==> src/include/fx3_loopback_settings.svh <==
`ifndef FX3_LOOPBACK_SETTINGS_SVH
`define FX3_LOOPBACK_SETTINGS_SVH

// width of one word on the slave FIFO data bus
`define FX3_DATA_W 16

// local buffer depth, one full chip burst per round
`define BUF_ADDR_W 4
`define BUF_DEPTH (1 << `BUF_ADDR_W)

// cycles from slrd_ low on the pins until the word sits in the input register
`define READ_LATENCY 2

// chip FIFO addresses on A1:A0
// consumer socket, chip to fpga
`define FX3_ADDR_OUT 2'd3
// producer socket, fpga to chip
`define FX3_ADDR_IN 2'd0
// parked address while chip select is high
`define FX3_ADDR_IDLE 2'd2

`endif

==> src/verilog/fx3_loopback_pkg.sv <==
`include "fx3_loopback_settings.svh"

package fx3_loopback_pkg;

    // one word on the chip data bus
    typedef logic [`FX3_DATA_W-1:0] fx3_word_t;

    // master mode
    // idle waits for the read flags
    // stream_out issues the burst of reads
    // drain lets in-flight reads land in the buffer
    // stream_in writes the buffer back to the chip
    typedef enum logic [1:0] {
        MS_IDLE       = 2'd0,
        MS_STREAM_OUT = 2'd1,
        MS_DRAIN      = 2'd2,
        MS_STREAM_IN  = 2'd3
    } master_state_e;

endpackage

==> src/verilog/fx3_bus_io.sv <==
`include "fx3_loopback_settings.svh"

module fx3_bus_io
    import fx3_loopback_pkg::*;
(
    input  logic          usb_clk,
    input  logic          reset_,
    // raw chip flags
    input  logic          flaga_i,
    input  logic          flagb_i,
    input  logic          flagc_i,
    input  logic          flagd_i,
    input  fx3_word_t     data_i,
    // per-cycle requests from the master
    input  logic          rd_req_i,
    input  logic          wr_req_i,
    input  master_state_e state_i,
    input  fx3_word_t     wr_word_i,
    // registered flags back to the master
    output logic          flaga_q_o,
    output logic          flagb_q_o,
    output logic          flagc_q_o,
    output logic          flagd_q_o,
    // captured read words into the buffer
    output logic          push_o,
    output fx3_word_t     push_word_o,
    // chip pins, all strobes active low
    output logic          slcs_o,
    output logic          sloe_o,
    output logic          slrd_o,
    output logic          slwr_o,
    output logic [1:0]    fifo_addr_o,
    output fx3_word_t     data_o,
    output logic          data_oe_o
);

    fx3_word_t                data_q;
    logic [`READ_LATENCY-1:0] rd_vld;
    logic [1:0]               fifo_addr_d;
    logic                     oe_d;

    // flags are asynchronous to our view of the burst, sample once
    always_ff @(posedge usb_clk or negedge reset_) begin
        if (!reset_) begin
            flaga_q_o <= 1'b0;
            flagb_q_o <= 1'b0;
            flagc_q_o <= 1'b0;
            flagd_q_o <= 1'b0;
        end else begin
            flaga_q_o <= flaga_i;
            flagb_q_o <= flagb_i;
            flagc_q_o <= flagc_i;
            flagd_q_o <= flagd_i;
        end
    end

    // input word register
    always_ff @(posedge usb_clk) begin
        data_q <= data_i;
    end

    assign push_word_o = data_q;

    // read valid pipeline behind the slrd_ pin
    // stage 0 follows the cycle slrd_ was low on the pins
    // last stage lines up with the matching word in data_q
    always_ff @(posedge usb_clk or negedge reset_) begin
        if (!reset_) begin
            rd_vld <= '0;
        end else begin
            rd_vld[0] <= !slrd_o;
            for (int i = 1; i < `READ_LATENCY; i++) begin
                rd_vld[i] <= rd_vld[i-1];
            end
        end
    end

    assign push_o = rd_vld[`READ_LATENCY-1];

    // address follows the mode
    // drain keeps the read socket selected while words land
    always_comb begin
        case (state_i)
            MS_STREAM_OUT, MS_DRAIN: fifo_addr_d = `FX3_ADDR_OUT;
            MS_STREAM_IN:            fifo_addr_d = `FX3_ADDR_IN;
            default:                 fifo_addr_d = `FX3_ADDR_IDLE;
        endcase
    end

    // chip drives the bus for the whole read side of the round
    assign oe_d = (state_i == MS_STREAM_OUT) || (state_i == MS_DRAIN);

    // pin registers, one cycle behind the requests
    always_ff @(posedge usb_clk or negedge reset_) begin
        if (!reset_) begin
            slcs_o      <= 1'b1;
            sloe_o      <= 1'b1;
            slrd_o      <= 1'b1;
            slwr_o      <= 1'b1;
            data_oe_o   <= 1'b0;
            fifo_addr_o <= `FX3_ADDR_IDLE;
        end else begin
            slcs_o      <= (state_i == MS_IDLE);
            sloe_o      <= !oe_d;
            slrd_o      <= !rd_req_i;
            slwr_o      <= !wr_req_i;
            data_oe_o   <= wr_req_i;
            fifo_addr_o <= fifo_addr_d;
        end
    end

    // write word goes out with its slwr_ cycle
    always_ff @(posedge usb_clk) begin
        if (wr_req_i) begin
            data_o <= wr_word_i;
        end
    end

    // bus is half duplex, reads and writes must never share a cycle
    a_no_rd_wr_overlap: assert property (@(posedge usb_clk) disable iff (!reset_)
        !(!slrd_o && !slwr_o));

endmodule

==> src/verilog/buffer_fifo.sv <==
`include "fx3_loopback_settings.svh"

module buffer_fifo
    import fx3_loopback_pkg::*;
#(
    parameter int DATA_W = `FX3_DATA_W,
    parameter int ADDR_W = `BUF_ADDR_W
) (
    input  logic              usb_clk,
    input  logic              reset_,
    input  logic              push_i,
    input  fx3_word_t         push_data_i,
    input  logic              pop_i,
    output logic [DATA_W-1:0] pop_data_o,
    output logic              full_o,
    output logic              empty_o
);

    localparam int DEPTH = 1 << ADDR_W;

    logic [DATA_W-1:0] mem [DEPTH];
    // extra msb on each pointer tells full from empty
    logic [ADDR_W:0]   wr_ptr;
    logic [ADDR_W:0]   rd_ptr;
    logic              do_push;
    logic              do_pop;

    assign do_push = push_i && !full_o;
    assign do_pop  = pop_i && !empty_o;

    // same index, different lap
    assign full_o  = (wr_ptr[ADDR_W] != rd_ptr[ADDR_W]) &&
                     (wr_ptr[ADDR_W-1:0] == rd_ptr[ADDR_W-1:0]);
    assign empty_o = (wr_ptr == rd_ptr);

    // head word is visible before the pop, pop just advances
    assign pop_data_o = mem[rd_ptr[ADDR_W-1:0]];

    always_ff @(posedge usb_clk) begin
        if (do_push) begin
            mem[wr_ptr[ADDR_W-1:0]] <= push_data_i;
        end
    end

    // write side
    always_ff @(posedge usb_clk or negedge reset_) begin
        if (!reset_) begin
            wr_ptr <= '0;
        end else if (do_push) begin
            wr_ptr <= wr_ptr + 1'b1;
        end
    end

    // read side
    always_ff @(posedge usb_clk or negedge reset_) begin
        if (!reset_) begin
            rd_ptr <= '0;
        end else if (do_pop) begin
            rd_ptr <= rd_ptr + 1'b1;
        end
    end

    // read pipeline must never outrun the buffer
    a_no_push_full: assert property (@(posedge usb_clk) disable iff (!reset_)
        push_i |-> !full_o);

    // master must not pop more words than it read
    a_no_pop_empty: assert property (@(posedge usb_clk) disable iff (!reset_)
        pop_i |-> !empty_o);

endmodule

==> src/verilog/master_fsm.sv <==
`include "fx3_loopback_settings.svh"

module master_fsm
    import fx3_loopback_pkg::*;
(
    input  logic          usb_clk,
    input  logic          reset_,
    // registered chip flags
    input  logic          flaga_q_i,
    input  logic          flagb_q_i,
    input  logic          flagc_q_i,
    input  logic          flagd_q_i,
    // buffer holds a whole burst
    input  logic          full_i,
    output master_state_e state_o,
    output logic          rd_req_o,
    output logic          wr_req_o,
    output logic          pop_o
);

    // one extra bit so the count can reach BUF_DEPTH
    localparam int CNT_W = `BUF_ADDR_W + 1;
    localparam logic [CNT_W-1:0] BURST_LEN = CNT_W'(`BUF_DEPTH);

    master_state_e    state_q;
    master_state_e    state_d;
    logic [CNT_W-1:0] cnt_q;
    logic [CNT_W-1:0] cnt_d;
    logic [CNT_W-1:0] cnt_inc;
    logic             burst_done;
    logic             rd_ready;
    logic             wr_ready;

    // both flags of a socket must agree
    assign rd_ready = flagc_q_i && flagd_q_i;
    assign wr_ready = flaga_q_i && flagb_q_i;

    assign cnt_inc    = cnt_q + 1'b1;
    assign burst_done = (cnt_inc == BURST_LEN);

    // one read per stream_out cycle, no flag gating on reads
    assign rd_req_o = (state_q == MS_STREAM_OUT);

    // writes pause while the chip has no room
    assign wr_req_o = (state_q == MS_STREAM_IN) && wr_ready;

    // each write consumes the head word
    assign pop_o = wr_req_o;

    assign state_o = state_q;

    // next state and word count
    always_comb begin
        state_d = state_q;
        cnt_d   = cnt_q;
        case (state_q)
            MS_IDLE: begin
                if (rd_ready) begin
                    state_d = MS_STREAM_OUT;
                    cnt_d   = '0;
                end
            end
            MS_STREAM_OUT: begin
                // read count is fixed, the buffer takes exactly one burst
                if (burst_done) begin
                    state_d = MS_DRAIN;
                    cnt_d   = '0;
                end else begin
                    cnt_d = cnt_inc;
                end
            end
            MS_DRAIN: begin
                // last reads still in the latency pipe
                if (full_i) begin
                    state_d = MS_STREAM_IN;
                    cnt_d   = '0;
                end
            end
            MS_STREAM_IN: begin
                if (wr_req_o) begin
                    if (burst_done) begin
                        state_d = MS_IDLE;
                        cnt_d   = '0;
                    end else begin
                        cnt_d = cnt_inc;
                    end
                end
            end
            default: begin
                state_d = MS_IDLE;
                cnt_d   = '0;
            end
        endcase
    end

    always_ff @(posedge usb_clk or negedge reset_) begin
        if (!reset_) begin
            state_q <= MS_IDLE;
            cnt_q   <= '0;
        end else begin
            state_q <= state_d;
            cnt_q   <= cnt_d;
        end
    end

    // word count bounded by one burst
    a_cnt_bound: assert property (@(posedge usb_clk) disable iff (!reset_)
        cnt_q <= BURST_LEN);

    // reads only while the buffer still has room for them
    a_rd_room: assert property (@(posedge usb_clk) disable iff (!reset_)
        rd_req_o |-> !full_i);

endmodule

==> src/verilog/fx3_loopback_top.sv <==
`include "fx3_loopback_settings.svh"

module fx3_loopback_top
    import fx3_loopback_pkg::*;
(
    input  logic       usb_clk,
    input  logic       reset_,
    // chip flags
    input  logic       flaga_i,
    input  logic       flagb_i,
    input  logic       flagc_i,
    input  logic       flagd_i,
    input  fx3_word_t  data_i,
    // slave FIFO pins
    output logic       slcs_o,
    output logic       sloe_o,
    output logic       slrd_o,
    output logic       slwr_o,
    output logic [1:0] fifo_addr_o,
    output fx3_word_t  data_o,
    output logic       data_oe_o
);

    logic          flaga_q;
    logic          flagb_q;
    logic          flagc_q;
    logic          flagd_q;
    logic          push;
    fx3_word_t     push_word;
    logic          pop;
    fx3_word_t     pop_word;
    logic          buf_full;
    logic          buf_empty;
    logic          rd_req;
    logic          wr_req;
    master_state_e state;

    // pin registers and read capture
    fx3_bus_io u_bus_io (
        .usb_clk     (usb_clk),
        .reset_      (reset_),
        .flaga_i     (flaga_i),
        .flagb_i     (flagb_i),
        .flagc_i     (flagc_i),
        .flagd_i     (flagd_i),
        .data_i      (data_i),
        .rd_req_i    (rd_req),
        .wr_req_i    (wr_req),
        .state_i     (state),
        .wr_word_i   (pop_word),
        .flaga_q_o   (flaga_q),
        .flagb_q_o   (flagb_q),
        .flagc_q_o   (flagc_q),
        .flagd_q_o   (flagd_q),
        .push_o      (push),
        .push_word_o (push_word),
        .slcs_o      (slcs_o),
        .sloe_o      (sloe_o),
        .slrd_o      (slrd_o),
        .slwr_o      (slwr_o),
        .fifo_addr_o (fifo_addr_o),
        .data_o      (data_o),
        .data_oe_o   (data_oe_o)
    );

    // mode control
    master_fsm u_master_fsm (
        .usb_clk   (usb_clk),
        .reset_    (reset_),
        .flaga_q_i (flaga_q),
        .flagb_q_i (flagb_q),
        .flagc_q_i (flagc_q),
        .flagd_q_i (flagd_q),
        .full_i    (buf_full),
        .state_o   (state),
        .rd_req_o  (rd_req),
        .wr_req_o  (wr_req),
        .pop_o     (pop)
    );

    // one burst of storage between the two directions
    buffer_fifo #(
        .DATA_W (`FX3_DATA_W),
        .ADDR_W (`BUF_ADDR_W)
    ) u_buffer_fifo (
        .usb_clk     (usb_clk),
        .reset_      (reset_),
        .push_i      (push),
        .push_data_i (push_word),
        .pop_i       (pop),
        .pop_data_o  (pop_word),
        .full_o      (buf_full),
        .empty_o     (buf_empty)
    );

    // buffer must be drained once a round is back in idle
    a_empty_at_idle: assert property (@(posedge usb_clk) disable iff (!reset_)
        (state == MS_STREAM_IN) ##1 (state == MS_IDLE) |-> buf_empty);

endmodule

==> config.mk <==
export PLATFORM = sky130hd
export DESIGN_NAME = fx3_loopback_top
export DESIGN_NICKNAME = d
export VERILOG_FILES = /design/src/verilog/fx3_loopback_pkg.sv /design/src/verilog/fx3_bus_io.sv /design/src/verilog/buffer_fifo.sv /design/src/verilog/master_fsm.sv /design/src/verilog/fx3_loopback_top.sv
export VERILOG_INCLUDE_DIRS = /design/src /design/src/include
export SDC_FILE = /design/constraint.sdc
export NUM_CORES = 1
export LEC_CHECK = 0
export BUFFER_PORTS_ARGS = -buffer_cell sky130_fd_sc_hd__buf_4
export CAP_MARGIN = 20
export CORE_UTILIZATION = 48
export DETAILED_ROUTE_END_ITERATION = 10
export SLEW_MARGIN = 20
export SYNTH_ARGS = -nofsm -noshare
export SYNTH_HDL_FRONTEND = slang
export SYNTH_HIERARCHICAL = 1
export SYNTH_SLANG_ARGS = --single-unit
==> constraint.sdc <==
create_clock -name usb_clk -period 4.7 [get_ports usb_clk]
set_clock_uncertainty 0.1 [all_clocks]
set_input_delay 0.94 -clock usb_clk [delete_from_list [all_inputs] [get_ports usb_clk]]
set_output_delay 0.94 -clock usb_clk [all_outputs]
set_load 0.01 [all_outputs]
==> metrics.txt <==
Register Area=0.009250 sq mm; CORE AREA=0.02439 sq mm; clock network power share=0.292; post-synth net total=613; area occupied by multi-input gates=0.002594 sq mm; Net Sw Power=2.137 mW; Critical Setup Path Class=flop to flop; sequential share of power=0.482; post-place setup slack=1730 ps; worst setup margin=1749 ps; DIE AREA=0.02561 sq mm; Final HPWL DP=14,470 um; worst slew pin tran=989.4 ps; # IOs=45; Core Util, Final=0.5603; setup_tns=0 ps; YS warnings=6; vias in the first global route=5,939; crit-path max cell delay=870 ps; total global routing track utilization=0.1913; via/cell ratio=5.737; DIE WIDTH=160.0 um; clk slew on worst S/H paths=60 ps; Peak Freq=0.3388 GHz; worst-skew pair later-pin latency=550 ps; Ant. Diodes=0; Setup Fix Bufs, Post-CTS=0; DR pass1 iterations=5; CTS Buffer Depth=3; Die Ht=160.0 um; crit-path max FO=35; global placement routability congestion=0.7560; Starting Density=0.4915; Slew Limit Fails=0; unrepaired setup endpoints after global routing=no; Post-CTS Hold Fix Bufs=0; via count=5,691; final setup fails=0; cell internal pwr=5.443 mW; Final period util=0.6279; Startpoint Class=flop; post-route minimum period=2951 ps; Mapped Cells=578; antenna-violating nets left=0; Tightest Hold Check Type=input port to asynchronous set/reset pin; crit path cell chain=xnor2_1 > nand4_1 > nor2_2 > nor2b_1 > a221o_2 > or2_4 > o31ai_2; WL/cell=23.85 um; Critical Path AT=3310 ps; CTS resizes=0; P_leak=4.531 nW; Initial DRC Count=447; largest net degree at the start of global routing=38; fraction of layout cells with a size suffix above 1=0.3114; nets=679; row count=57; max cap viols=0; Post-Route WL=23,660 um; DRC=0; Hold WS=210.6 ps; status=finished clean; critical path data required time=5050 ps; CTS tree=built; combinational share of power=0.226; CP Capture Type=flop; initial antenna violation count=1; CTS H-tree lvls=1; Final Hold Fails=0; Port-buffer cells=44; grt total ovfl=0; first-pass GRT wire length=36,120 um; mapped cell area=0.01199 sq mm; CP max stage cell=dfrtp_4; Sw Ratio=0.2819; Synth Area per Inst=20.74 sq um; TritonCTS Buffers=31; Layout fillers=1,857; Slew HR=0.3397; PD cells=554.7 mW/mm^2; Peak supply drop=0.3514 mV; Clock Tree Root=clkbuf_16; Layout area overhead=14.01%; clock sink count=318
==> area by class of cell <==
type / count / share of cell area
sequential: 318 / 0.6768
clock inverter: 21 / 0.008331
clock buffer: 36 / 0.05887
multi-input combinational: 221 / 0.1898
inverter: 11 / 0.003021
timing repair buffer: 61 / 0.03351
tap: 324 / 0.02966
==> path summary, 6_finish.rpt <==
check                      cells past startpoint                    end  slack (ps)                    start
max                                            7  u_master_fsm/cnt_q[0]        1750  u_buffer_fifo/rd_ptr[1]
min reg2reg                                    0     u_bus_io/rd_vld[1]         270       u_bus_io/rd_vld[0]
max reg2reg                                    7  u_master_fsm/cnt_q[0]        1750  u_buffer_fifo/rd_ptr[1]
max in group asynchronous                      1        u_bus_io/sloe_o        3970                   reset_
min in group usb_clk                           0     u_bus_io/rd_vld[1]         270       u_bus_io/rd_vld[0]
min                                            1     u_bus_io/flagc_q_o         210                   reset_
==> registers in the layout, summed over array words and instances, names as in the netlist <==
name and count:
u_bus_io/slwr_o 1, u_bus_io/fifo_addr_o 2, u_bus_io/flagc_q_o 1, u_bus_io/slrd_o 1, u_bus_io/slcs_o 1, u_bus_io/flagd_q_o 1, u_bus_io/data_o 16, u_bus_io/data_oe_o 1
u_master_fsm/cnt_q 5, u_buffer_fifo/rd_ptr 5, u_bus_io/flagb_q_o 1, u_bus_io/push_word_o 16, u_buffer_fifo/mem 256, u_master_fsm/state_o 2, u_bus_io/flaga_q_o 1, u_bus_io/sloe_o 1
u_buffer_fifo/wr_ptr 5, u_bus_io/rd_vld 2
==> critical path, delay by kind of cell (launching register included) <==
kind	cells	cell delay (ps)
AO/OA/AOI/OAI	2	610
XOR/XNOR	1	190
AND/OR/NAND/NOR	4	1080
flip-flops	1	870
==> power groups by stage <==
stage          clock network, mW  registers (mW)  logic [mW]
3_3_place_gp                   0            3.71        1.71
3_5_place_dp                   0            3.72        1.74
6_report                    2.21            3.66        1.71
5_1_grt                     2.38            3.70        1.83
2_1_floorplan                  0            3.57        1.40
4_1_cts                     2.27            3.67        1.74
==> metal layers <==
metal	vias up	global-route usage	part of all wire
li1	2474	-	-
met1	2974	0.2660	0.42
met2	204	0.3168	0.50
met3	37	0.03117	0.063
met4	2	0.05022	0.019
met5	-	0	0.00051
==> stage by stage <==
step                power [mW]  cell area [sq um]  std cells
global route             7.917              13670        992
detailed placement       5.462              12750        935
finish                   7.581              13670        992
global placement         5.418              12750        935
floorplan                4.969              11990        578
CTS                      7.679              13670        992
==> cell usage in the layout, fill, tap and decap left out, drive strengths merged, types with 13 or more instances in the layout <==
cell and instances:
edfxtp 272, mux4 64, buf 61, clkbuf 36, o22ai 32, dfrtp 25, nor2 25, clkinv 17
dfxtp 16, nand2 14, ha 13
Power figures use the tool's default switching activity.
